===== src/dual_issue_cfg.svh =====
`ifndef DUAL_ISSUE_CFG_SVH
`define DUAL_ISSUE_CFG_SVH

// ##########################################################################
// Core dimensions.
// ##########################################################################

// Integer datapath width.
`define DI_XLEN 32

// Architectural integer registers, x0 hardwired to zero.
`define DI_REG_COUNT 32

// Bits needed to name one register.
`define DI_REG_ADDR_W 5

`endif


===== src/dual_issue_pkg.sv =====
`include "dual_issue_cfg.svh"

package dual_issue_pkg;

    typedef logic [`DI_XLEN-1:0] word_t;
    typedef logic [`DI_REG_ADDR_W-1:0] reg_addr_t;

    // Shifts take src2[4:0]; LUI passes src2 through.
    typedef enum logic [3:0] {
        ALU_ADD  = 4'd0,
        ALU_SUB  = 4'd1,
        ALU_AND  = 4'd2,
        ALU_OR   = 4'd3,
        ALU_XOR  = 4'd4,
        ALU_SLL  = 4'd5,
        ALU_SRL  = 4'd6,
        ALU_SRA  = 4'd7,
        ALU_SLT  = 4'd8,
        ALU_SLTU = 4'd9,
        ALU_LUI  = 4'd10
    } alu_op_t;

    // One decoded operation as issued.
    typedef struct packed {
        logic      valid;
        word_t     pc;
        alu_op_t   op;
        reg_addr_t src1;
        reg_addr_t src2;
        logic      src2_is_imm;
        word_t     imm;
        reg_addr_t dest;
    } issue_op_t;

    // Operation with its operands resolved.
    typedef struct packed {
        logic      wen;
        word_t     pc;
        alu_op_t   op;
        word_t     opnd1;
        word_t     opnd2;
        reg_addr_t dest;
    } exec_op_t;

    typedef struct packed {
        logic      wen;
        word_t     pc;
        reg_addr_t dest;
        word_t     value;
    } result_t;

    typedef struct packed {
        logic      wen;
        word_t     pc;
        reg_addr_t wnum;
        word_t     wdata;
    } trace_t;

endpackage


===== src/alu_execute.sv =====
`timescale 1ns/1ps

module alu_execute (
    input  logic                     clk,
    input  logic                     reset,
    input  dual_issue_pkg::exec_op_t i_exec_a,
    input  dual_issue_pkg::exec_op_t i_exec_b,
    output dual_issue_pkg::result_t  o_result_a,
    output dual_issue_pkg::result_t  o_result_b
);
    import dual_issue_pkg::*;

    exec_op_t ex_a;
    exec_op_t ex_b;

    always_ff @(posedge clk) begin
        if (reset) begin
            ex_a.wen <= 1'b0;
            ex_b.wen <= 1'b0;
        end else begin
            ex_a <= i_exec_a;
            ex_b <= i_exec_b;
        end
    end

    // ##########################################################################
    // Lane ALUs.
    // ##########################################################################

    function automatic word_t alu(input alu_op_t op, input word_t a, input word_t b);
        word_t res;
        case (op)
            ALU_ADD:  res = a + b;
            ALU_SUB:  res = a - b;
            ALU_AND:  res = a & b;
            ALU_OR:   res = a | b;
            ALU_XOR:  res = a ^ b;
            ALU_SLL:  res = a << b[4:0];
            ALU_SRL:  res = a >> b[4:0];
            ALU_SRA:  res = $signed(a) >>> b[4:0];
            ALU_SLT:  res = word_t'($signed(a) < $signed(b));
            ALU_SLTU: res = word_t'(a < b);
            ALU_LUI:  res = b;
            default:  res = '0;
        endcase
        return res;
    endfunction

    function automatic logic op_legal(input alu_op_t op);
        return op inside {ALU_ADD, ALU_SUB, ALU_AND, ALU_OR, ALU_XOR, ALU_SLL,
                          ALU_SRL, ALU_SRA, ALU_SLT, ALU_SLTU, ALU_LUI};
    endfunction

    always_comb begin
        o_result_a.wen   = ex_a.wen;
        o_result_a.pc    = ex_a.pc;
        o_result_a.dest  = ex_a.dest;
        o_result_a.value = alu(ex_a.op, ex_a.opnd1, ex_a.opnd2);

        o_result_b.wen   = ex_b.wen;
        o_result_b.pc    = ex_b.pc;
        o_result_b.dest  = ex_b.dest;
        o_result_b.value = alu(ex_b.op, ex_b.opnd1, ex_b.opnd2);
    end

    // An undefined op code from issue would otherwise retire as zero.
    a_op_legal_a: assert property (
        @(posedge clk) disable iff (reset) ex_a.wen |-> op_legal(ex_a.op)
    ) else $error("lane a illegal ALU op %0d", ex_a.op);

    a_op_legal_b: assert property (
        @(posedge clk) disable iff (reset) ex_b.wen |-> op_legal(ex_b.op)
    ) else $error("lane b illegal ALU op %0d", ex_b.op);

endmodule


===== config.mk =====
export PLATFORM = sky130hd
export DESIGN_NAME = alu_execute
export DESIGN_NICKNAME = d
export VERILOG_FILES = /design/src/dual_issue_pkg.sv /design/src/alu_execute.sv
export VERILOG_INCLUDE_DIRS = /design/src
export SDC_FILE = /design/constraint.sdc
export NUM_CORES = 1
export LEC_CHECK = 0
export ABC_AREA = 0
export BUFFER_PORTS_ARGS = -buffer_cell sky130_fd_sc_hd__buf_2
export CAP_MARGIN = 20
export CORE_UTILIZATION = 25
export CTS_CLUSTER_SIZE = 10
export DETAILED_ROUTE_END_ITERATION = 8
export MAX_ROUTING_LAYER = met4
export PLACE_DENSITY = 0.45
export SKIP_CTS_REPAIR_TIMING = 1
export SLEW_MARGIN = 20
export SYNTH_ARGS = -nofsm -noshare
export SYNTH_HDL_FRONTEND = slang
export SYNTH_SLANG_ARGS = --single-unit

===== constraint.sdc =====
create_clock -name clk -period 15.08 [get_ports clk]
set_input_delay 2.262 -clock clk [delete_from_list [all_inputs] [get_ports clk]]
set_output_delay 2.262 -clock clk [all_outputs]
set_load 0.01 [all_outputs]

Word-level counts from Yosys, hierarchy flattened
Index checks and enable logic that the tools add are counted.
Widths: inputs -> output; s select.
{"block": "word_totals", "register_bits": 212, "output_inout_bits": 140}
{"block": "op_classes", "addsub": 4, "order_cmp": 4, "n_eq_ne": 20, "shifts": 6, "n_mux": 2, "bitwise": 6, "n_reduce_logical": 2}
{"operator": "$pmux 32 s11", "count": 2}
{"operator": "$lt 32x32->1", "count": 4}
{"operator": "$add 32x32->32", "count": 2}
{"operator": "$and 32x32->32", "count": 2}
{"operator": "$or 32x32->32", "count": 2}
{"operator": "$shl 32x5->32", "count": 2}
{"operator": "$shr 32x5->32", "count": 2}
{"operator": "$sshr 32x5->32", "count": 2}
{"operator": "$sub 32x32->32", "count": 2}
{"operator": "$xor 32x32->32", "count": 2}
{"operator": "$eq 4x3->1 const B", "count": 8}
{"operator": "$eq 4x4->1 const B", "count": 6}
{"operator": "$eq 4x2->1 const B", "count": 4}
{"operator": "$eq 4x1->1 const B", "count": 2}
{"operator": "$logic_not 4->1", "count": 2}

Depth between registers and ports, before layout
{"block": "logic_depth", "depth_word": 2, "mapped_depth": 16}

Worst setup path after synthesis
No wires, ideal clock.
{"block": "synth_timing", "path_type": "input port to flip-flop", "start": "input port reset", "end": "register ex_a[10] (netlist name), enable pin", "setup_time_ps": 561, "arrival_time_ps": 6309, "t_required_ps": 14519, "path_slack_ps": 8211, "stages": 1, "path_buffers": 0, "path_cell_list": "inv_1"}
{"element": "start: declaration", "line": "alu_execute.sv:5", "source": "input logic reset,"}
{"element": "end signal: assignment", "line": "alu_execute.sv:21", "source": "ex_a <= i_exec_a;"}
{"element": "end: declaration", "line": "alu_execute.sv:13", "source": "exec_op_t ex_a;"}
No word-level cell between the ends.

==> metrics.yaml <==
cells_and_area:
  post-route-util_pct: 28.74
  fillCellCount: 10348
  final_nets: 3464
  syn_to_final_growth_pct: 13.66
  drive_above_1_share_pct: 17.15
timing:
  rsz0062_at_grt: "no"
  period_minus_slack_ns: 7.917
  worst_hold_slack_ns: 1.791
  finalHoldViolCount: 0
  final-setup-viol-count: 0
  tightest_slew_ns: 1.013
  fmax_ghz: 0.1263
  period_share_pct: 52.50
  maxSlewViolCount: 0
  tns_ns: 0
  slew_headroom_pct: 31.92
synthesis:
  synth_top_area_share_pct: 26.65
  synth_top_cell_by_area: "edfxtp_1"
  syn_area_um2: 23670
  yosysSeqAreaShare_pct: 26.81
  synth_cell_types: 86
  async_flop_share_pct: 0
  syn_nets: 3318
  synth.area.top_cells: "edfxtp_1 (27%), ha_1 (11%), mux2i_1 (5.5%), a21oi_1 (5.3%), o21ai_0 (5.2%)"
  ys_seq_elements: 212
  yosysMostFrequentCell: "nor2_1"
  synth_common_cells: "nor2_1 (322), a21oi_1 (251), o21ai_0 (246)"
  synth_ff_type: "edfxtp_1"
  synth_edf_count: 210
  synth_warnings: 0
  postSynthAreaPerCell_um2: 8.181
  synthCells: 2893
detailed_routing:
  vias_per_cell: 5.484
  avgRoutedWirePerCell_um: 24.70
  vias: 23680
  antenna_left: 0
  drc: 0
  first_iter_violations: 2436
  first_pass_iters: 8
  drt-total-wl_mm: 106.6
grt:
  grt_max_degree: 96
  grt_usage_pct: 22.08
  grt_first_pass_wirelength_mm: 153.6
  antenna_found_initial: 5
  grt_pass1_vias: 22168
  grt-ovfl-total: 0
worst_setup_path:
  crit_chain: "buf_4, ha_1, inv_1, fa_1, nor2b_1, o21ai_0, o21a_1, o31ai_1, nand4_1, a31oi_1, o31ai_1, a221oi_1, xnor2_1, o21ai_1, buf_2"
  critPathCaptureType: "output port"
  slowest_stage: "edfxtp_1"
  critPathMostFrequentCell: "o31ai_1"
  crit_buf_inv: 3
  required_ns: 12.82
  critical_path.top_delay_family: "compound AO/OA/AOI/OAI gates"
  cp_max_fo: 72
  cp-endpoint: "o_result_b[30]"
  crit_arrival_ns: 5.66
  start_kind: "flip-flop"
  slowest_delay_ns: 0.92
  crit_start: "ex_b[5]"
  cp.depth: 15
  path_class: "flip-flop to output port"
floorplanning:
  chipHeight_um: 309.7
  die_area_um2: 95900
  ios: 354
  num_rows: 112
  die_w_um: 309.7
  start_util_pct: 25.28
  core_um2: 93610
run_status:
  status: "finished, final reports clean"
cts:
  numCtsBuffers: 30
  cts_tree: "built"
  cts-root-buf: "clkbuf_16"
  cts_max_level: 1
  clk_pin_slew_worst_paths_ns: 0.07
  cts_sinks: 212
  clockBufferDepth: 3
placement:
  dp_hpwl_mm: 81.85
  place.gp.congestion: 0.9969
  portBuffers: 353
power_and_ir_drop:
  p_switching_w: 0.001078
  vdd_drop_max_uv: 85.12
  switching_share_pct: 42.60
  pwr-share-comb_pct: 42.6
  p_per_area_nw_per_um2: 94.12
  clkPwrFrac_pct: 26.8
  p_leak_nw: 11.14
  internal_power_w: 0.001453
  pwr-share-seq_pct: 30.6
job:
  max_cap_viol_count: 0
hold_path:
  min_path_type: "input port to flip-flop"
## area by class of cell
class                      count  area, um^2  area share [%]
clock buffer                  42       805.8           2.995
tap                         1254        1569           5.833
timing repair buffer         393        2067           7.684
clock inverter                12       107.6          0.4000
inverter                     192       728.2           2.707
sequential                   212        6346           23.59
antenna                        3       7.507         0.02791
multi-input combinational   2210       15270           56.76
## placed cells by master (no fill, tap or decap), types with 40 or more instances in the layout
cell	netlist	routed
mux4_2	42	42
buf_4	79	40
ha_1	207	207
edfxtp_1	210	210
buf_2	29	353
nor3_1	51	44
a22oi_1	49	49
mux2i_1	130	130
a21oi_1	251	251
o21ai_0	246	246
o211ai_1	40	40
nand2_1	243	243
nor2_1	322	321
inv_1	182	180
## power by group through the flow
stage	Clock, W	Sequential (W)	Combinational, W
floorplan	0	0.000750	0.000715
global placement	0	0.000785	0.00106
detailed placement	0	0.000785	0.00105
CTS	0.000708	0.000774	0.00106
global route	0.000721	0.000779	0.00116
finish	0.000678	0.000774	0.00108
## worst min path at each step
| stage | from | cells past startpoint | endpoint | slack, ns |
|---|---|---|---|---|
| global placement | i_exec_a[80] | 1 | o_result_a[44] | 2.44 |
| finish | i_exec_a[15] | 1 | ex_a[15] | 1.79 |
| CTS | i_exec_a[14] | 1 | ex_a[14] | 1.73 |
| detailed placement | i_exec_a[6] | 1 | ex_a[6] | 2.44 |
| global route | i_exec_a[15] | 1 | ex_a[15] | 1.76 |
| floorplan | reset | 1 | o_result_a[69] | 2.33 |
## state kept, by name, indices dropped and copies added (netlist names)
| name | count |
|---|---|
| ex_a | 68 |
| ex_b | 68 |
| o_result_b | 38 |
| o_result_a | 38 |
## metal layers
metal	up-vias	GRT usage, %	wire (um)
met3	160	2.937	6972
met4	0	7.172	3806
li1	10930	-	-
met2	1071	35.09	49620
met5	-	-	0
met1	11519	28.81	46230
## metrics by stage
| step | total power [W] | instances | instance area, um^2 | worst slack, ns |
|---|---|---|---|---|
| floorplan | 0.001465 | 2893 | 23670 | 8.211 |
| global placement | 0.001849 | 4261 | 25980 | 7.981 |
| detailed placement | 0.001839 | 4261 | 25980 | 7.904 |
| CTS | 0.002541 | 4315 | 26890 | 7.220 |
| global route | 0.002659 | 4317 | 26900 | 6.830 |
| finish | 0.002532 | 4318 | 26900 | 7.163 |
## cell families (layout without fill, tap and decap cells)
logic type | after synthesis | count (layout) | synth area share (%)
other cells | 0 | 3 | 0
flops | 212 | 212 | 26.81
compound gates | 984 | 984 | 26.93
buf+inv | 471 | 639 | 8.877
mux | 184 | 184 | 10.07
simple gates | 795 | 795 | 14.70
fa+ha+maj | 211 | 211 | 11.28
xor+xnor | 36 | 36 | 1.332
(Power assumes the default switching activity.)
