[config.mk]
export PLATFORM = sky130hd
export DESIGN_NAME = writeback
export DESIGN_NICKNAME = d
export VERILOG_FILES = /design/src/dual_issue_pkg.sv /design/src/writeback.sv
export VERILOG_INCLUDE_DIRS = /design/src
export SDC_FILE = /design/constraint.sdc
export NUM_CORES = 1
export LEC_CHECK = 0
export BUFFER_PORTS_ARGS = -buffer_cell sky130_fd_sc_hd__clkbuf_2
export CORE_AREA = 3 3 163 165
export CTS_CLUSTER_DIAMETER = 100
export DETAILED_ROUTE_END_ITERATION = 12
export DIE_AREA = 0 0 166 168
export HOLD_SLACK_MARGIN = 0.03
export SLEW_MARGIN = 10
export SYNTH_ARGS = -nofsm -noshare
export SYNTH_HDL_FRONTEND = slang
export SYNTH_SLANG_ARGS = --single-unit
[constraint.sdc]
create_clock -name clk -period 7.1 [get_ports clk]
set_input_delay 0.355 -clock clk [delete_from_list [all_inputs] [get_ports clk]]
set_output_delay 0.355 -clock clk [all_outputs]
set_load 0.02 [all_outputs]
[src/dual_issue_cfg.svh]
`ifndef DUAL_ISSUE_CFG_SVH
`define DUAL_ISSUE_CFG_SVH

// ##########################################################################
// Core dimensions.
// ##########################################################################

// Integer datapath width.
`define DI_XLEN 32

// Architectural integer registers, x0 hardwired to zero.
`define DI_REG_COUNT 32

// Bits needed to name one register.
`define DI_REG_ADDR_W 5

`endif

[src/dual_issue_pkg.sv]
`include "dual_issue_cfg.svh"

package dual_issue_pkg;

    typedef logic [`DI_XLEN-1:0] word_t;
    typedef logic [`DI_REG_ADDR_W-1:0] reg_addr_t;

    // Shifts take src2[4:0]; LUI passes src2 through.
    typedef enum logic [3:0] {
        ALU_ADD  = 4'd0,
        ALU_SUB  = 4'd1,
        ALU_AND  = 4'd2,
        ALU_OR   = 4'd3,
        ALU_XOR  = 4'd4,
        ALU_SLL  = 4'd5,
        ALU_SRL  = 4'd6,
        ALU_SRA  = 4'd7,
        ALU_SLT  = 4'd8,
        ALU_SLTU = 4'd9,
        ALU_LUI  = 4'd10
    } alu_op_t;

    // One decoded operation as issued.
    typedef struct packed {
        logic      valid;
        word_t     pc;
        alu_op_t   op;
        reg_addr_t src1;
        reg_addr_t src2;
        logic      src2_is_imm;
        word_t     imm;
        reg_addr_t dest;
    } issue_op_t;

    // Operation with its operands resolved.
    typedef struct packed {
        logic      wen;
        word_t     pc;
        alu_op_t   op;
        word_t     opnd1;
        word_t     opnd2;
        reg_addr_t dest;
    } exec_op_t;

    typedef struct packed {
        logic      wen;
        word_t     pc;
        reg_addr_t dest;
        word_t     value;
    } result_t;

    typedef struct packed {
        logic      wen;
        word_t     pc;
        reg_addr_t wnum;
        word_t     wdata;
    } trace_t;

endpackage

[src/writeback.sv]
`timescale 1ns/1ps

module writeback (
    input  logic                    clk,
    input  logic                    reset,
    input  dual_issue_pkg::result_t i_result_a,
    input  dual_issue_pkg::result_t i_result_b,
    output dual_issue_pkg::result_t o_wb_result_a,
    output dual_issue_pkg::result_t o_wb_result_b,
    output dual_issue_pkg::trace_t  o_trace_a,
    output dual_issue_pkg::trace_t  o_trace_b
);
    import dual_issue_pkg::*;

    result_t wb_a;
    result_t wb_b;

    always_ff @(posedge clk) begin
        if (reset) begin
            wb_a.wen <= 1'b0;
            wb_b.wen <= 1'b0;
        end else begin
            wb_a <= i_result_a;
            wb_b <= i_result_b;
        end
    end

    // Same contents go to the rf write ports and to forwarding.
    assign o_wb_result_a = wb_a;
    assign o_wb_result_b = wb_b;

    // Trace lands on the edge that commits to the register file.
    always_ff @(posedge clk) begin
        if (reset) begin
            o_trace_a.wen <= 1'b0;
            o_trace_b.wen <= 1'b0;
        end else begin
            o_trace_a <= '{wen: wb_a.wen, pc: wb_a.pc, wnum: wb_a.dest, wdata: wb_a.value};
            o_trace_b <= '{wen: wb_b.wen, pc: wb_b.pc, wnum: wb_b.dest, wdata: wb_b.value};
        end
    end

    a_trace_a_no_x0: assert property (
        @(posedge clk) disable iff (reset) o_trace_a.wen |-> o_trace_a.wnum != '0
    ) else $error("lane a traced a write to x0");

    a_trace_b_no_x0: assert property (
        @(posedge clk) disable iff (reset) o_trace_b.wen |-> o_trace_b.wnum != '0
    ) else $error("lane b traced a write to x0");

endmodule

After elaboration in Yosys (flattened, before gate mapping)
Cells that the tools add are included.
{"block": "word_totals", "wordCells": 16, "output_inout_bits": 280, "n_memories": 0, "latchBits": 0, "reg_bits": 280, "input_bits": 142, "ramBits": 0, "mem_bits_ro": 0}
{"block": "op_classes", "magnitude_cmp": 0, "div": 0, "n_reduce_logical": 0, "mux": 0, "add_sub_neg": 0, "shifts": 0, "n_eq_ne": 0, "bitwise": 0, "n_mul": 0}

Depth between registers and ports, before layout
Gate-level depths: netlist of run 1.
{"block": "depth", "depth_word": 0, "ltp_mapped": 1, "depth_no_buf": 1}

Least setup slack after synthesis of run 1
No wires, ideal clock.
{"block": "synth_path", "path_kind": "input to register", "start": "input reset", "end": "register o_trace_a[0] (netlist bit), enable pin", "setup_ns": 0.625, "arrival_time_ns": 5.669, "t_required_ns": 6.475, "slack_ns": 0.806, "path_buffers": 0, "path_stages": 1, "path_cell_list": "inv_1"}
{"element": "start: declaration", "line": "writeback.sv:5", "source": "input logic reset,"}
{"element": "end signal: assignment", "line": "writeback.sv:38", "source": "o_trace_a <= '{wen: wb_a.wen, pc: wb_a.pc, wnum: wb_a.dest, wdata: wb_a.value};"}
{"element": "end: declaration", "line": "writeback.sv:10", "source": "output dual_issue_pkg::trace_t o_trace_a,"}
No word-level cell between the ends.

Worst setup path after layout of run 1
{"block": "layout_path", "start": "input reset", "end": "register o_trace_a[50] (netlist bit), enable pin"}
No word-level cell between the ends.

==> results.yml, run 1 <==
outcome:
  outcome: "completed"
cts:
  post_cts_resize_count: 0
  cts_root_buffer: "sky130_fd_sc_hd__clkbuf_16"
  htreeDepth: 1
  cts_sinks: 280
  clockBufferDepth: 3
  cts_tree: "done"
  post_cts_buffers: 0
  numCtsBuffers: 29
  clkLatencyLatePin_ns: 0.54
  clkSlewWorstSetupHoldPaths_ns: 0.06
sta:
  setup_slack_ns: 4.96
  rsz0062_at_grt: "no"
  max_freq_ghz: 0.467
  setup_total_negative_slack_ns: 0
  fin_clk_skew_ns: 0.00727
  relSlewSlack_pct: 26.2
  tightest_slew_ns: 1.11
  timing_hold_violations_final: 0
  fin_crit_ns: 2.14
  min_period_over_period_pct: 30.2
  final_max_slew_viol_count: 0
  setup-violations-final: 0
yosys:
  synth_xor_xnor_area_share_pct: 0
  number_of_enable_type_register_cells_in_the_synthesized_netlist: 276
  yosys.area.top_type: "sky130_fd_sc_hd__edfxtp_1"
  synth_commonest_cells: "276 x sky130_fd_sc_hd__edfxtp_1, 4 x sky130_fd_sc_hd__dfxtp_1, 4 x sky130_fd_sc_hd__nor2b_1, 1 x sky130_fd_sc_hd__inv_1"
  post_synthesis_compound_gate_area_fraction_pct: 0
  synth.most_common_cell: "sky130_fd_sc_hd__edfxtp_1"
  syn_nets: 427
  netlist_instances: 285
  main_combinational_cell_family_by_area_after_synthesis: "simple AND/OR/NAND/NOR gates"
  netlist_area_um2: 8400
  syn_area_per_cell_um2: 29.5
  synthesis.yosys.warnings: 0
  synth_adder_area_share_pct: 0
  synth-seq-cells: 280
  synth_simple_gate_area_share_pct: 0.298
  ys_types: 4
  ys_async_sr_fraction_pct: 0
  synth.area.top_cells: "sky130_fd_sc_hd__edfxtp_1 99%, sky130_fd_sc_hd__dfxtp_1 0.95%, sky130_fd_sc_hd__nor2b_1 0.30%, sky130_fd_sc_hd__inv_1 0.045%"
  most_instantiated_flip_flop_cell_in_the_synthesis_netlist: "sky130_fd_sc_hd__edfxtp_1"
  synth_top_area_share_pct: 98.7
  yosysSeqAreaShare_pct: 99.7
  synth.mux.area_fraction_pct: 0
route:
  route.detailed.drc: 0
  final_antenna_net_count: 0
  avgViaCountPerCell: 4.20
  routed-via-count: 5157
  avgRoutedWirePerCell_um: 17.7
  drt-pass1-iter-count: 5
  wl_mm: 21.7
  first_iter_violations: 352
global_route:
  global_route.peak_usage_layer: "met2"
  grt_max_degree: 160
  grt_util_met1_pct: 16.6
  grt.total_usage_pct: 14.8
  grt_remaining_overflow: 0
  antenna_found_initial: 1
  first_global_vias: 5560
  grt_util_met2_pct: 26.1
  m3_gr_usage_pct: 4.79
  grt_pass1_wl_mm: 32.3
setup_path:
  r2r_setup_slack_ns: 6.39
  kind_of_end_point_of_the_critical_path: "flip-flop"
  worst_path_max_delay_cell: "sky130_fd_sc_hd__buf_4"
  crit_chain: "clkbuf_2 > inv_8 > buf_4"
  largest_stage_delay_worst_path_ns: 0.98
  critical_path.top_delay_family: "buffers and inverters"
  worstPathRequired_ns: 7.25
  worstPathBufferInverterCount: 3
  kind_of_critical_path: "in2reg"
  critPathLaunchType: "input pin"
  regToRegStartpoint: "o_wb_result_b[26]$_DFFE_PN_"
  timing.rr.end: "o_trace_b[26]$_DFFE_PN_"
  worst_ep_arrival_time_ns: 2.29
  worst_r2r_path_depth: 0
  timing.critical_path.fanout_max: 159
floorplanning:
  die_w_um: 166
  die_h_um: 168
  floorplan.io_pins: 422
  floorplan.die_area_um2: 27900
  initial_utilization_pct: 33.3
  core_um2: 25200
  fp-row-count: 58
final_layout:
  nets: 1021
  drive_above_1_share_pct: 51.1
  finalCoreUtilization_pct: 52.5
  area_overhead_vs_synth_pct: 57.6
hold_path:
  hold_path_sink: "o_wb_result_b[69]$_SDFF_PP0_"
  hold-path-cell-count: 2
  timing.hold.worst.class: "in2reg"
  timing.hold.worst.start: "reset"
placed_design:
  globalplace.congestion: 0.769
  placement.setup.worst_slack_ns: 4.36
  placement.io_buffers: 421
  dp_hpwl_mm: 14.6
job:
  max_cap_viol_count: 0
power:
  ir_worst_vdd_uv: 214
  cellLeakagePower_nw: 5.53
  total_power_w: 0.00386
  power_density_nw_per_um2: 292
## area by class of cell
cell class,instances,area (µm²)
Fill cell,2051,12000
Clock inverter,15,139
Sequential cell,280,8370
Timing Repair Buffer,563,3520
Inverter,1,11.3
Clock buffer,35,748
Antenna cell,1,2.50
Tap cell,330,413
Multi-Input combinational cell,4,25.0
## flip-flops by register name, summed over array words and instances, names as in the netlist
| name | flops |
|---|---|
| o_trace_a | 70 |
| o_wb_result_a | 70 |
| o_wb_result_b | 70 |
| o_trace_b | 70 |
## cells in the final DEF, fill, tap and decap left out, drive strengths merged
cell / netlist / routed
clkbuf: 0 / 456
inv: 1 / 1
dfxtp: 4 / 4
edfxtp: 276 / 276
dlygate4sd3: 0 / 140
buf: 0 / 2
clkinv: 0 / 12
nor2b: 4 / 4
diode: 0 / 1
bufinv: 0 / 3
## per-stage QoR
step	instances	instance area (µm²)	hold slack [ns]
4_1_cts	1228	13200	0.0878
3_5_place_dp	1038	10900	0.432
3_3_place_gp	1038	10900	0.428
5_1_grt	1229	13200	0.109
2_1_floorplan	285	8400	0.427
6_report	1229	13200	0.120
## worst max-delay path by stage
stage	slack [ns]	endpoint	start	depth (start not counted)
6_report	4.96	o_trace_a[50]$_DFFE_PN_	reset	3
3_3_place_gp	4.41	o_trace_b[67]$_DFFE_PN_	reset	3
3_5_place_dp	4.36	o_wb_result_a[26]$_DFFE_PN_	reset	3
4_1_cts	4.94	o_wb_result_b[48]$_DFFE_PN_	reset	3
2_1_floorplan	0.81	o_trace_a[0]$_DFFE_PN_	reset	1
5_1_grt	4.77	o_trace_a[26]$_DFFE_PN_	reset	3
## power by group
group / total (W) / switching, W / internal (W)
Clock: 0.00144 / 0.000589 / 0.000847
Combinational: 0.000410 / 0.000259 / 0.000150
Sequential: 0.00201 / 0.0000499 / 0.00196
Total: 0.00386 / 0.000898 / 0.00296
## routing by layer
| layer | routed length, µm | vias to the layer above | part of all wire (%) |
|---|---|---|---|
| met4 | 843 | 0 | 3.9 |
| met5 | 0 | - | 0 |
| met1 | 7840 | 2453 | 36 |
| li1 | - | 2353 | - |
| met3 | 1980 | 55 | 9.1 |
| met2 | 11100 | 296 | 51 |
## timing repair
item,4_1_cts,5_1_grt
setup endpoints to repair,0,0
endpoints found under the hold margin,140,0
hold buffers,140,0
## cells by family (layout without fill, tap and decap cells)
group | count (synthesis) | in the layout
other | 0 | 1
and+or+nand+nor | 4 | 4
DFF | 280 | 280
buffers and inverters | 1 | 614
(Power assumes the default switching activity.)
==> run 2, diff against run 1 <==
- clock period: 7.1 -> 2 ns (I/O delays scaled with it)
==> run 2 against run 1 <==
Clock power rose to 3.3 times the previous value. Total power rose to 3.5 times the previous value. Critical path depth fell by 2. Sequential share of layout area fell by 0.53 points. Final cell count rose by 0.57%. Sequential power rose to 3.6 times the previous value. Utilization rose by 0.45 points. Final area rose by 0.85%. Critical endpoint is now o_wb_result_b[51]. Register-to-register slack got worse by 5.2 ns. Setup slack got worse by 4.3 ns. Die area did not move.
==> results.yml, run 2 (same netlist as run 1, synthesis figures left out) <==
outcome:
  outcome: "completed"
sta:
  min_period_over_period_pct: 66.3
  max_freq_ghz: 0.754
  setup_slack_ns: 0.674
  setup_total_negative_slack_ns: 0
  setup-violations-final: 0
  fin_crit_ns: 1.33
  whs_ns: 0.279
  fin_clk_skew_ns: 0.00860
  timing_hold_violations_final: 0
  final_max_slew_viol_count: 0
  tightest_slew_ns: 0.455
  rsz0062_at_grt: "no"
  relSlewSlack_pct: 69.7
cts:
  clkLatencyLatePin_ns: 0.53
  clkSlewWorstSetupHoldPaths_ns: 0.06
  clockBufferDepth: 3
  numCtsBuffers: 29
  cts_root_buffer: "sky130_fd_sc_hd__clkbuf_16"
  htreeDepth: 1
  cts_tree: "done"
  cts_sinks: 280
  post_cts_buffers: 0
placed_design:
  globalplace.congestion: 0.810
  dp_hpwl_mm: 14.5
  placement.io_buffers: 421
  placement.setup.worst_slack_ns: 0.712
  placedInstanceArea_um2: 11100
floorplanning:
  core_um2: 25200
  floorplan.die_area_um2: 27900
  floorplan.io_pins: 422
  fp-row-count: 58
  die_h_um: 168
  initial_utilization_pct: 33.3
  die_w_um: 166
power:
  total_power_w: 0.0134
  netSwitchingFraction_pct: 23.3
  sequential_power_share_pct: 53.3
  comb_power_share_pct: 11.1
  switching_power_w: 0.00312
  internal_power_w: 0.0103
  power.clock.fraction_pct: 35.6
  ir_worst_vdd_uv: 680
  cellLeakagePower_nw: 5.57
  power_density_nw_per_um2: 1000
setup_path:
  worst_ep_arrival_time_ns: 1.23
  critical_path.top_delay_family: "flip-flops"
  worst_path_max_delay_cell: "sky130_fd_sc_hd__edfxtp_1"
  critPathLaunchType: "flip-flop"
  timing.critical_path.fanout_max: 2
  crit_chain: "clkbuf_2"
  worstPathBufferInverterCount: 1
  kind_of_end_point_of_the_critical_path: "output pin"
  worstPathRequired_ns: 1.90
  kind_of_critical_path: "reg2out"
  largest_stage_delay_worst_path_ns: 0.47
global_route:
  grt_pass1_wl_mm: 31.8
  grt.total_usage_pct: 14.5
  grt_remaining_overflow: 0
  antenna_found_initial: 0
  grt_max_degree: 85
  first_global_vias: 5555
final_layout:
  layout.filler_cells: 2016
  most-common-layout-cells: "421 x sky130_fd_sc_hd__clkbuf_2, 276 x sky130_fd_sc_hd__edfxtp_1, 143 x sky130_fd_sc_hd__dlygate4sd3_1"
  inserted_diodes: 0
  drive_above_1_share_pct: 51.2
  post-route-cell-area_um2: 13300
  area_overhead_vs_synth_pct: 58.9
  nets: 1032
  layout.cells.most_common: "sky130_fd_sc_hd__clkbuf_2"
route:
  wl_mm: 21.3
  avgViaCountPerCell: 4.24
  avgRoutedWirePerCell_um: 17.2
  route.detailed.drc: 0
  routed-via-count: 5237
  first_iter_violations: 317
  drt-pass1-iter-count: 4
  final_antenna_net_count: 0
job:
  max_cap_viol_count: 0
hold_path:
  timing.hold.worst.class: "in2reg"
==> run 2: cell count changes in the layout (fill, tap and decap cells not counted), moves of 2 or more <==
cell,previous run,this run
sky130_fd_sc_hd__clkinv_2,3,0
sky130_fd_sc_hd__clkinvlp_4,0,2
sky130_fd_sc_hd__buf_12,0,7
sky130_fd_sc_hd__dlygate4sd3_1,140,143
sky130_fd_sc_hd__bufinv_16,3,1
==> run 2: final timing paths <==
kind,startpoint,to,slack [ns],depth (start not counted)
worst min register to register,o_wb_result_a[6]$_DFFE_PN_,o_trace_a[6]$_DFFE_PN_,0.45,0
worst max-delay path,o_wb_result_b[51]$_DFFE_PN_,o_wb_result_b[51],0.67,1
worst min-delay path,i_result_b[26],o_wb_result_b[26]$_DFFE_PN_,0.28,2
worst max register to register,o_wb_result_b[51]$_DFFE_PN_,o_trace_b[51]$_DFFE_PN_,1.23,0
==> run 2: final cells by class <==
type / instances / area, µm² / area share (%)
Clock buffer: 36 / 752 / 5.64
Clock inverter: 11 / 76.3 / 0.572
Inverter: 1 / 7.51 / 0.0563
Multi-Input combinational cell: 4 / 25.0 / 0.188
Sequential cell: 280 / 8370 / 62.7
Tap cell: 330 / 413 / 3.09
Timing Repair Buffer: 574 / 3700 / 27.7
==> run 2: power by group through the flow <==
stage	Sequential, W	Combinational, W	Clock [W]
5_1_grt	0.00719	0.00156	0.00517
3_5_place_dp	0.00726	0.00126	0
3_3_place_gp	0.00724	0.00126	0
2_1_floorplan	0.00781	0.0000789	0
4_1_cts	0.00714	0.00149	0.00490
6_report	0.00714	0.00148	0.00477
==> run 2: repair_timing <==
action                                  4_1_cts  5_1_grt
endpoints found under the setup margin        0        0
hold buffers                                143        0
endpoints found under the hold margin       142        0
gates resized for setup                       0        0
==> run 2: layer usage <==
layer	share of wire, %	track usage (%)
met1	36	16.5
met2	51	25.5
met5	0	0
met3	9.2	4.98
met4	3.0	5.35
==> run 2: metrics by stage <==
stage	utilization, %	instances
6_report	53.0	1236
5_1_grt	53.0	1236
4_1_cts	53.0	1236
3_5_place_dp	44.0	1046
3_3_place_gp	44.0	1046
2_1_floorplan	-	285
