==> config.mk <==
export PLATFORM = sky130hd
export DESIGN_NAME = operand_read
export DESIGN_NICKNAME = d
export VERILOG_FILES = /design/src/dual_issue_pkg.sv /design/src/operand_read.sv
export VERILOG_INCLUDE_DIRS = /design/src
export SDC_FILE = /design/constraint.sdc
export NUM_CORES = 1
export LEC_CHECK = 0
export BUFFER_PORTS_ARGS = -buffer_cell sky130_fd_sc_hd__buf_2
export CORE_AREA = 2 2 318 320
export CTS_CLUSTER_DIAMETER = 120
export DETAILED_ROUTE_END_ITERATION = 7
export DIE_AREA = 0 0 320 322
export PLACE_DENSITY = 0.39
export SLEW_MARGIN = 5
export SYNTH_ARGS = -nofsm -noshare
export SYNTH_HDL_FRONTEND = slang
export SYNTH_SLANG_ARGS = --single-unit
==> constraint.sdc <==
create_clock -name clk -period 4.6 [get_ports clk]
set_input_delay 0.46 -clock clk [delete_from_list [all_inputs] [get_ports clk]]
set_output_delay 0.46 -clock clk [all_outputs]
set_load 0.01 [all_outputs]
==> src/dual_issue_cfg.svh <==
`ifndef DUAL_ISSUE_CFG_SVH
`define DUAL_ISSUE_CFG_SVH

// ##########################################################################
// Core dimensions.
// ##########################################################################

// Integer datapath width.
`define DI_XLEN 32

// Architectural integer registers, x0 hardwired to zero.
`define DI_REG_COUNT 32

// Bits needed to name one register.
`define DI_REG_ADDR_W 5

`endif

==> src/dual_issue_pkg.sv <==
`include "dual_issue_cfg.svh"

package dual_issue_pkg;

    typedef logic [`DI_XLEN-1:0] word_t;
    typedef logic [`DI_REG_ADDR_W-1:0] reg_addr_t;

    // Shifts take src2[4:0]; LUI passes src2 through.
    typedef enum logic [3:0] {
        ALU_ADD  = 4'd0,
        ALU_SUB  = 4'd1,
        ALU_AND  = 4'd2,
        ALU_OR   = 4'd3,
        ALU_XOR  = 4'd4,
        ALU_SLL  = 4'd5,
        ALU_SRL  = 4'd6,
        ALU_SRA  = 4'd7,
        ALU_SLT  = 4'd8,
        ALU_SLTU = 4'd9,
        ALU_LUI  = 4'd10
    } alu_op_t;

    // One decoded operation as issued.
    typedef struct packed {
        logic      valid;
        word_t     pc;
        alu_op_t   op;
        reg_addr_t src1;
        reg_addr_t src2;
        logic      src2_is_imm;
        word_t     imm;
        reg_addr_t dest;
    } issue_op_t;

    // Operation with its operands resolved.
    typedef struct packed {
        logic      wen;
        word_t     pc;
        alu_op_t   op;
        word_t     opnd1;
        word_t     opnd2;
        reg_addr_t dest;
    } exec_op_t;

    typedef struct packed {
        logic      wen;
        word_t     pc;
        reg_addr_t dest;
        word_t     value;
    } result_t;

    typedef struct packed {
        logic      wen;
        word_t     pc;
        reg_addr_t wnum;
        word_t     wdata;
    } trace_t;

endpackage

==> src/operand_read.sv <==
`timescale 1ns/1ps

module operand_read (
    input  logic                            clk,
    input  logic                            reset,
    input  logic                            i_issue,
    input  dual_issue_pkg::issue_op_t       i_issue_a,
    input  dual_issue_pkg::issue_op_t       i_issue_b,
    input  dual_issue_pkg::result_t         i_ex_result_a,
    input  dual_issue_pkg::result_t         i_ex_result_b,
    input  dual_issue_pkg::result_t         i_wb_result_a,
    input  dual_issue_pkg::result_t         i_wb_result_b,
    output dual_issue_pkg::reg_addr_t [3:0] o_raddr,
    input  dual_issue_pkg::word_t     [3:0] i_rdata,
    output dual_issue_pkg::exec_op_t        o_exec_a,
    output dual_issue_pkg::exec_op_t        o_exec_b
);
    import dual_issue_pkg::*;

    issue_op_t iss_a;
    issue_op_t iss_b;

    // Issue register; a low strobe turns both lanes into bubbles.
    always_ff @(posedge clk) begin
        if (reset) begin
            iss_a.valid <= 1'b0;
            iss_b.valid <= 1'b0;
        end else begin
            iss_a       <= i_issue_a;
            iss_b       <= i_issue_b;
            iss_a.valid <= i_issue && i_issue_a.valid;
            iss_b.valid <= i_issue && i_issue_b.valid;
        end
    end

    assign o_raddr[0] = iss_a.src1;
    assign o_raddr[1] = iss_a.src2;
    assign o_raddr[2] = iss_b.src1;
    assign o_raddr[3] = iss_b.src2;

    // ##########################################################################
    // Forwarding, youngest producer first.
    // ##########################################################################

    function automatic word_t select_operand(input reg_addr_t src, input word_t rf_data);
        word_t value;
        if (i_ex_result_b.wen && i_ex_result_b.dest == src) begin
            value = i_ex_result_b.value;
        end else if (i_ex_result_a.wen && i_ex_result_a.dest == src) begin
            value = i_ex_result_a.value;
        end else if (i_wb_result_b.wen && i_wb_result_b.dest == src) begin
            value = i_wb_result_b.value;
        end else if (i_wb_result_a.wen && i_wb_result_a.dest == src) begin
            value = i_wb_result_a.value;
        end else begin
            value = rf_data;
        end
        return value;
    endfunction

    always_comb begin
        // x0 writes are dropped here for the whole pipeline.
        o_exec_a.wen   = iss_a.valid && (iss_a.dest != '0);
        o_exec_a.pc    = iss_a.pc;
        o_exec_a.op    = iss_a.op;
        o_exec_a.opnd1 = select_operand(iss_a.src1, i_rdata[0]);
        o_exec_a.opnd2 = iss_a.src2_is_imm ? iss_a.imm
                                           : select_operand(iss_a.src2, i_rdata[1]);
        o_exec_a.dest  = iss_a.dest;

        o_exec_b.wen   = iss_b.valid && (iss_b.dest != '0);
        o_exec_b.pc    = iss_b.pc;
        o_exec_b.op    = iss_b.op;
        o_exec_b.opnd1 = select_operand(iss_b.src1, i_rdata[2]);
        o_exec_b.opnd2 = iss_b.src2_is_imm ? iss_b.imm
                                           : select_operand(iss_b.src2, i_rdata[3]);
        o_exec_b.dest  = iss_b.dest;
    end

    // Lane b may not consume lane a's result from the same pair.
    a_no_pair_dep: assert property (
        @(posedge clk) disable iff (reset)
        (o_exec_a.wen && iss_b.valid) |->
            (iss_b.src1 != iss_a.dest) && (iss_b.src2_is_imm || iss_b.src2 != iss_a.dest)
    ) else $error("lane b reads lane a dest x%0d in the same pair", iss_a.dest);

endmodule

* Word-level counts from Yosys, hierarchy flattened
Index checks and enable logic that the tools add are counted.
** Cells by class
- $add $sub $neg :: 0
- $mul :: 0
- Divide/modulo/power cells :: 0
- $lt $le $gt $ge :: 0
- Equal/unequal tests :: 16
- Shifts and indexed selects :: 0
- Muxes and demuxes :: 18
- Bitwise operators :: 0
- Reduce and logical (&&, ||, !) cells :: 22
** Operators by type and width (count)
- $mux 32 :: 18
- $eq 5x5->1 :: 16
- $logic_and 1x1->1 :: 20
- $reduce_bool 5->1 :: 2
** Storage, ports and cells
- Flip-flop bits (word level) :: 170
- Latch bits :: 0
- Memory bits (writable) :: 0
- Bits in read-only memories :: 0
- Input bits :: 581
- Output and inout bits :: 232
- Word-level logic and storage cells :: 72
- Memories kept :: 0

* Longest topological paths before layout
Gate-level depths: netlist of run 1.
- Depth in word-level cells :: 7
- Mapped depth :: 8
- Mapped depth without buffers :: 5

* Worst setup path before layout of run 1
OpenSTA, ideal clock, no wires.
- Path type :: input to register
- From :: input port reset
- To :: register iss_a[10] (netlist bit), enable pin
- Library setup time :: 0.520 ns
- Arrival :: 3.718 ns
- Setup slack :: 0.361 ns
- Cell stages on the path :: 1
- Path buffers :: 0
- Cell sequence :: inv_1
** RTL lines
- start, declared :: RTL line operand_read.sv:5 : input logic reset,
- end signal, assigned :: RTL line operand_read.sv:29 : iss_a <= i_issue_a;
- end, declared :: RTL line operand_read.sv:20 : issue_op_t iss_a;
No word-level cell between the ends.

==> results of run 1 <==
where the power goes:
group          total [W]  internal [W]  switching (W)
combinational    0.00161      0.000552        0.00105
sequential       0.00192       0.00184      0.0000807
clock            0.00156      0.000723       0.000840
state kept, by name, indices dropped and copies added, names as in the netlist:
| name | flops |
|---|---|
| iss_a | 34 |
| iss_b | 34 |
| o_exec_a | 41 |
| o_exec_b | 41 |
| o_raddr | 20 |
stage by stage:
step / cell area (um^2) / total power, W / cells / setup WS [ps]
after floorplan: 12590 / 0.002667 / 1356 / 361.3
after global placement: 16920 / 0.003572 / 3156 / 892.9
after detailed placement: 16920 / 0.003567 / 3156 / 919.8
after CTS: 17500 / 0.005171 / 3188 / 345.0
after global routing: 17510 / 0.005282 / 3191 / 201.0
final: 17530 / 0.005088 / 3199 / 393.0
how the worst min path moves through the flow:
stage                       start  depth (start not counted)  slack (ps)                      end
finish              i_issue_a[56]                          1         100   o_exec_a[77]$_DFFE_PN_
global route        i_issue_a[65]                          1          70   o_exec_a[86]$_DFFE_PN_
CTS                 i_issue_a[56]                          1          50   o_exec_a[77]$_DFFE_PN_
detailed placement  i_issue_a[56]                          1         640   o_exec_a[77]$_DFFE_PN_
global placement    i_issue_a[79]                          1         640  o_exec_a[100]$_DFFE_PN_
floorplan           i_issue_a[10]                          0         560      iss_a[10]$_DFFE_PN_
logic make-up after synthesis:
family                 share of synthesized area [%]
AND/OR/NAND/NOR                                11.08
AO/OA/AOI/OAI                                  31.70
buffers and inverters                          11.21
flip-flops                                     40.39
XOR/XNOR                                       5.625
Yosys cell counts (9+ instances only):
| cell | count | share of area, % |
|---|---|---|
| o311ai_1 | 16 | 1.1 |
| xor2_1 | 40 | 2.8 |
| and3_1 | 22 | 1.1 |
| o31ai_1 | 64 | 3.8 |
| o22ai_1 | 79 | 3.9 |
| buf_4 | 104 | 6.2 |
| nand3_1 | 78 | 3.1 |
| xnor2_1 | 39 | 2.7 |
| o221ai_1 | 46 | 3.2 |
| a22oi_1 | 64 | 3.8 |
| edfxtp_1 | 168 | 40 |
| a21oi_1 | 128 | 5.1 |
| clkbuf_1 | 92 | 2.7 |
| buf_2 | 42 | 1.7 |
| nand2_1 | 9 | 0.27 |
| or3_1 | 16 | 0.80 |
| a21boi_0 | 55 | 3.3 |
| a32o_1 | 31 | 2.5 |
| a211oi_1 | 64 | 3.8 |
| nor2_1 | 125 | 3.7 |
per-layer routing:
layer | routed length (um) | track usage, % | vias to the layer above
met4 | 2987 | 6.594 | 20
met2 | 50220 | 33.05 | 995
li1 | - | - | 6279
met1 | 42710 | 23.75 | 7455
met5 | 118 | 0 | -
met3 | 7844 | 4.722 | 198
critical path: cells and delay by family (launching register included):
kind	cells	cell delay (ps)
buffers and inverters	2	680
AO/OA/AOI/OAI	2	440
flip-flops	1	570
AND/OR/NAND/NOR	2	1320
XOR/XNOR	1	210
layout make-up:
class | instances | area [um^2] | share of cell area [%]
Tap cell | 1298 | 1624 | 9.266
Antenna cell | 11 | 27.53 | 0.1571
Clock inverter | 15 | 153.9 | 0.8781
Timing Repair Buffer | 748 | 3956 | 22.57
Sequential cell | 170 | 5085 | 29.01
Multi-Input combinational cell | 935 | 6228 | 35.54
Clock buffer | 17 | 425.4 | 2.427
Inverter | 5 | 26.28 | 0.1499
==> results.cfg, run 1 <==
[status]
outcome = finished, final reports clean

[clocking]
clkTransAtPathRegs_ps = 90
cts_setup_buffers = 0
htree_levels = 4
root_buffer = clkbuf_16
cts_resized = 0
holdBufCountCts = 0
numCtsBuffers = 17
clockBufferDepth = 2
cts_sinks = 170
cts_tree = built

[final_layout]
final_common_cell = buf_2
layout-drive-gt1-share_pct = 43.07
final_cell_mix = buf_2, edfxtp_1, a21oi_1, nor2_1, o22ai_1
fin_nets = 2458
final_util_pct = 17.60
areaGrowthSynthToFinish_pct = 39.20
fillCellCount = 11420

[yosys]
synth-main-ff-cell = edfxtp_1
avgSynthCellArea_um2 = 9.285
synthDistinctLibCells = 45
ys_seq_area_share_pct = 40.39
synth_edf_count = 168
netlist_instances = 1356
synth-seq-cells = 170
yosysWarnings = 0
syn_nets = 1937
synth_area_um2 = 12590
async_reset_ff_share_pct = 0

[sta]
hold_viol = 0
min_period_ps = 4207
maxSlewViolCount = 0
setup_viol = 0
max_freq_mhz = 237.7
rsz0062_at_grt = false
timing.hold.ws_ps = 104.0
post-route-period-util_pct = 91.46
slew_headroom_pct = 23.77
fin_setup_tns_ps = 0
worst_pin_slew_ps = 1143

[detailed_routing]
wl_mm = 103.9
vias_per_cell = 4.672
drtIter0Drc = 1560
wl_per_cell_um = 32.47
drc = 0
num_vias = 14950
detail-route-antenna-nets = 0
firstDrtPassIters = 5

[setup_path]
cpMaxStageDelayCell = nand3_2
crit_required_ps = 4140
end_kind = output port
cp_slowest_stage_delay_ps = 760
crit_arrival_ps = 3750
critPathKind = reg -> out
startpoint_type = register
crit_end = o_exec_a[29]
worstPathCellList = xor2_1 > nor4_1 > nand3_2 > buf_4 > o221ai_1 > a21oi_1 > buf_2
startpoint = o_raddr[7]$_DFFE_PN_
cp_max_fo = 17

[global_routing]
grt_pass1_wl_mm = 134.6
grt_usage_pct = 19.38
grt_overflow_total = 0
antenna_found_initial = 34
grt_pass1_vias = 15010
grt_max_degree = 80

[place]
dpl.hpwl_mm = 77.81
gp_congestion = 0.8454
port_buffers = 684

[die]
die_height_um = 322
dieArea_um2 = 103000
core_um2 = 99570
die_x_um = 320
initial_core_util_pct = 12.65
fp-row-count = 116
io-pin-count = 813

[pwr]
p_leak_nw = 6.643
ir_drop_uv = 238.2
power.density_nw_per_um2 = 290.3

[worst_hold_path]
hold_path_class = in -> reg

[flow_run]
maxCapViolCount = 0
Power figures use the tool's default switching activity.
==> inputs of run 2 (changes only) <==
==> constraint.sdc (replaced) <==
create_clock -name clk -period 4.6 [get_ports clk]
set_input_delay 0.92 -clock clk [delete_from_list [all_inputs] [get_ports clk]]
set_output_delay 0.92 -clock clk [all_outputs]
set_load 0.01 [all_outputs]
==> run 2 against run 1 <==
Sequential share of layout area down 0.65 points. Sequential power is essentially flat. Critical path depth unchanged. Combinational power about the same. Critical endpoint is now o_exec_b[28]. Largest cell class unchanged.
==> results.cfg, run 2 (synthesized netlist as in run 1, its figures left out) <==
[final_layout]
final_common_cell = buf_2
layout-drive-gt1-share_pct = 43.70
final_cell_mix = buf_2, edfxtp_1, a21oi_1, nor2_1, o22ai_1
fillCellCount = 11410
areaGrowthSynthToFinish_pct = 42.40
final_area_um2 = 17930
fin_cells = 3222
fin_nets = 2481

[worst_hold_path]
holdPathStages = 1
hold_path_end = o_exec_a[83]$_DFFE_PN_
hold_path.startpoint = i_issue_a[62]
hold_path_class = in -> reg

[global_routing]
grt_pass1_vias = 14810
grt_usage_pct = 18.80
grt_pass1_wl_mm = 130.6
antenna_found_initial = 24
grt_max_degree = 98
grt_overflow_total = 0

[place]
place_inst = 3179
dpl.hpwl_mm = 76.62
dpl_cell_area_um2 = 17300
port_buffers = 684
place_ws_ps = 111.2
gp_congestion = 0.8384

[die]
initial_core_util_pct = 12.65
die_height_um = 322
fp-row-count = 116
dieArea_um2 = 103000
core_um2 = 99570
io-pin-count = 813
die_x_um = 320

[sta]
fin_setup_tns_ps = 0
maxSlewViolCount = 0
rsz0062_at_grt = false
hold_viol = 0
slew_headroom_pct = 43.47
worst_pin_slew_ps = 845.7
setup_viol = 0
min_period_ps = 4319
post-route-period-util_pct = 93.88
max_freq_mhz = 231.6
worst_slack_ps = 281.3

[clocking]
numCtsBuffers = 17
cts_setup_buffers = 0
htree_levels = 4
cts_sinks = 170
clockBufferDepth = 2
clkTransAtPathRegs_ps = 80
cts_tree = built
holdBufCountCts = 0
root_buffer = clkbuf_16
cts_resized = 0

[detailed_routing]
detail-route-antenna-nets = 0
drc = 0
wl_mm = 100.7
firstDrtPassIters = 6
vias_per_cell = 4.578
num_vias = 14750
wl_per_cell_um = 31.24
drtIter0Drc = 1406

[flow_run]
maxCapViolCount = 0

[setup_path]
end_kind = output port
crit_required_ps = 3680
cp_max_fo = 8
startpoint_type = register
critPathKind = reg -> out
crit_arrival_ps = 3400

[status]
outcome = finished, final reports clean

[pwr]
power.density_nw_per_um2 = 289.1
p_leak_nw = 6.829
ir_drop_uv = 222.9
==> run 2: routing by layer <==
| metal | vias to the layer above | wire, um | GRT usage (%) |
|---|---|---|---|
| met5 | - | 62 | 0 |
| met4 | 10 | 3651 | 7.470 |
| met3 | 175 | 7998 | 4.829 |
| met2 | 945 | 47220 | 30.88 |
| met1 | 7288 | 41730 | 23.42 |
| li1 | 6333 | - | - |
==> run 2: worst max-delay path by stage <==
stage | start | endpoint | slack, ps | cells past startpoint
2_1_floorplan | reset | iss_a[84]$_SDFF_PP0_ | 780 | 2
3_3_place_gp | i_wb_result_a[34] | o_exec_a[31] | 60 | 10
3_5_place_dp | i_wb_result_a[34] | o_exec_a[31] | 110 | 10
4_1_cts | o_raddr[7]$_DFFE_PN_ | o_exec_a[31] | 30 | 9
5_1_grt | o_raddr[6]$_DFFE_PN_ | o_exec_a[31] | 10 | 9
6_report | o_raddr[15]$_DFFE_PN_ | o_exec_b[28] | 280 | 7
==> run 2: where the power goes <==
part           switching, W  leakage, nW  internal, W
Clock              0.000818        0.298     0.000825
Sequential        0.0000810         1.66      0.00184
Combinational       0.00103         4.87     0.000587
Total               0.00193         6.83      0.00325
==> run 2: layout make-up <==
type,instances,area (um^2),share of cell area (%)
inverters,5,22.52,0.1256
clock inverters,14,176.4,0.9839
flip-flops and latches,170,5085,28.36
multi-input cells,935,6223,34.71
repair buffers,771,4342,24.21
clock buffers,18,429.2,2.394
well taps,1298,1624,9.058
diodes,11,27.53,0.1535
==> run 2: critical path, stage by stage, from the launching register on <==
cell and delay, ps:
edfxtp_1 610, xnor2_1 240, nand4_1 410, or2_2 620, buf_12 210, o221ai_1 450, a21oi_1 170, buf_2 170
==> run 2: stage by stage <==
stage | power, W | util [%] | hold slack (ps)
floorplan | 0.002664 | - | 1019
global placement | 0.003585 | 17.37 | 1096
detailed placement | 0.003585 | 17.37 | 1098
CTS | 0.005290 | 17.98 | 524.1
global route | 0.005415 | 17.99 | 552.8
finish | 0.005184 | 18.01 | 586.9
==> inputs of run 3 (changes only) <==
MAX_ROUTING_LAYER = met4   (was default)
==> run 3 against run 2 <==
Cell count is 0.22% higher. Fmax is 0.26% lower. Utilization hardly changed. Global-route usage is 0.56 points higher. Highest routed layer is now met4. Critical path depth is 3 higher.
==> results.cfg, run 3 (synthesized netlist as in run 1, its figures left out) <==
[status]
outcome = finished, final reports clean

[setup_path]
cpMaxStageDelayCell = o311ai_0
crit_arrival_ps = 3410
end_kind = output port
crit_family = buffers and inverters
startpoint = i_wb_result_a[34]
startpoint_type = input pin
cp_slowest_stage_delay_ps = 700
worstPathCellList = buf_2 > xor2_1 > nor4_4 > buf_12 > buf_4 > a21boi_0 > o311ai_0 > buf_4 > a21oi_1 > buf_2
crit_required_ps = 3680
critPathKind = in -> out
crit_buf_inv = 5
cp_max_fo = 21

[die]
fp-row-count = 116
initial_core_util_pct = 12.65
die_x_um = 320
core_um2 = 99570
dieArea_um2 = 103000
io-pin-count = 813
die_height_um = 322

[final_layout]
areaGrowthSynthToFinish_pct = 42.54
final_common_cell = buf_2
final_area_um2 = 17950
fin_cells = 3229
fillCellCount = 11410
final_util_pct = 18.03
final_cell_mix = buf_2, edfxtp_1, a21oi_1, nor2_1, o22ai_1
fin_nets = 2481
layout-drive-gt1-share_pct = 43.70

[detailed_routing]
wl_per_cell_um = 31.15
drc = 0
vias_per_cell = 4.574
wl_mm = 100.6
num_vias = 14770
detail-route-antenna-nets = 0
drtIter0Drc = 1326
firstDrtPassIters = 5

[pwr]
power.density_nw_per_um2 = 288.4
ir_drop_uv = 226.7
p_leak_nw = 6.830

[sta]
maxSlewViolCount = 0
post-route-period-util_pct = 94.13
max_freq_mhz = 231.0
fin_setup_tns_ps = 0
slew_headroom_pct = 42.34
worst_pin_slew_ps = 862.6
rsz0062_at_grt = false
min_period_ps = 4330
setup_viol = 0
timing.hold.ws_ps = 587.2
hold_viol = 0

[clocking]
clockBufferDepth = 2
cts_resized = 0
holdBufCountCts = 0
clkTransAtPathRegs_ps = 80
htree_levels = 4
cts_setup_buffers = 0
root_buffer = clkbuf_16
numCtsBuffers = 17
cts_sinks = 170
cts_tree = built

[worst_hold_path]
hold_path_end = o_exec_a[83]$_DFFE_PN_
hold_path_class = in -> reg
holdPathStages = 1
hold_path.startpoint = i_issue_a[62]

[place]
port_buffers = 684
gp_congestion = 0.8514
place_inst = 3179
dpl.hpwl_mm = 76.62
dpl_cell_area_um2 = 17300

[global_routing]
grt_overflow_total = 0
grt_max_degree = 98
grt_pass1_wl_mm = 130.7
grt_usage_pct = 19.36
grt_pass1_vias = 14790
antenna_found_initial = 23

[flow_run]
maxCapViolCount = 0
[run 3: per-stage QoR]
stage / total power [W] / setup slack [ps]
floorplan: 0.002664 / 775.4
global placement: 0.003585 / 63.19
detailed placement: 0.003585 / 111.2
CTS: 0.005290 / 27.05
global route: 0.005416 / 3.762
finish: 0.005175 / 270.2
[run 3: worst max-delay path by stage]
stage                           end  depth (start not counted)
2_1_floorplan  iss_a[84]$_SDFF_PP0_                          2
3_3_place_gp           o_exec_a[31]                         10
3_5_place_dp           o_exec_a[31]                         10
4_1_cts                o_exec_a[31]                          9
5_1_grt                o_exec_a[31]                          9
6_report               o_exec_a[31]                         10
[run 3: cell type report]
| class | instances | area [um^2] | share of cell area [%] |
|---|---|---|---|
| Multi-Input combinational cell | 935 | 6223 | 34.68 |
| Tap cell | 1298 | 1624 | 9.049 |
| Clock inverter | 14 | 176.4 | 0.9830 |
| Clock buffer | 18 | 429.2 | 2.391 |
| Timing Repair Buffer | 771 | 4342 | 24.19 |
| Sequential cell | 170 | 5085 | 28.33 |
| Antenna cell | 18 | 45.04 | 0.2510 |
| Inverter | 5 | 22.52 | 0.1255 |
[run 3: per-layer routing]
layer / vias up / GRT usage (%) / share of wire, %
met1: 7309 / 23.39 / 41
met2: 949 / 31.05 / 47
li1: 6351 / - / -
met5: - / - / 0
met4: 0 / 7.126 / 3.4
met3: 162 / 4.904 / 8.3
[run 3: where the power goes]
part           leakage [nW]  total (W)  internal (W)  switching [W]
combinational          4.87    0.00162      0.000587        0.00103
clock                 0.298    0.00164      0.000825       0.000811
sequential             1.66    0.00192       0.00184      0.0000814
total                  6.83    0.00518       0.00325        0.00192
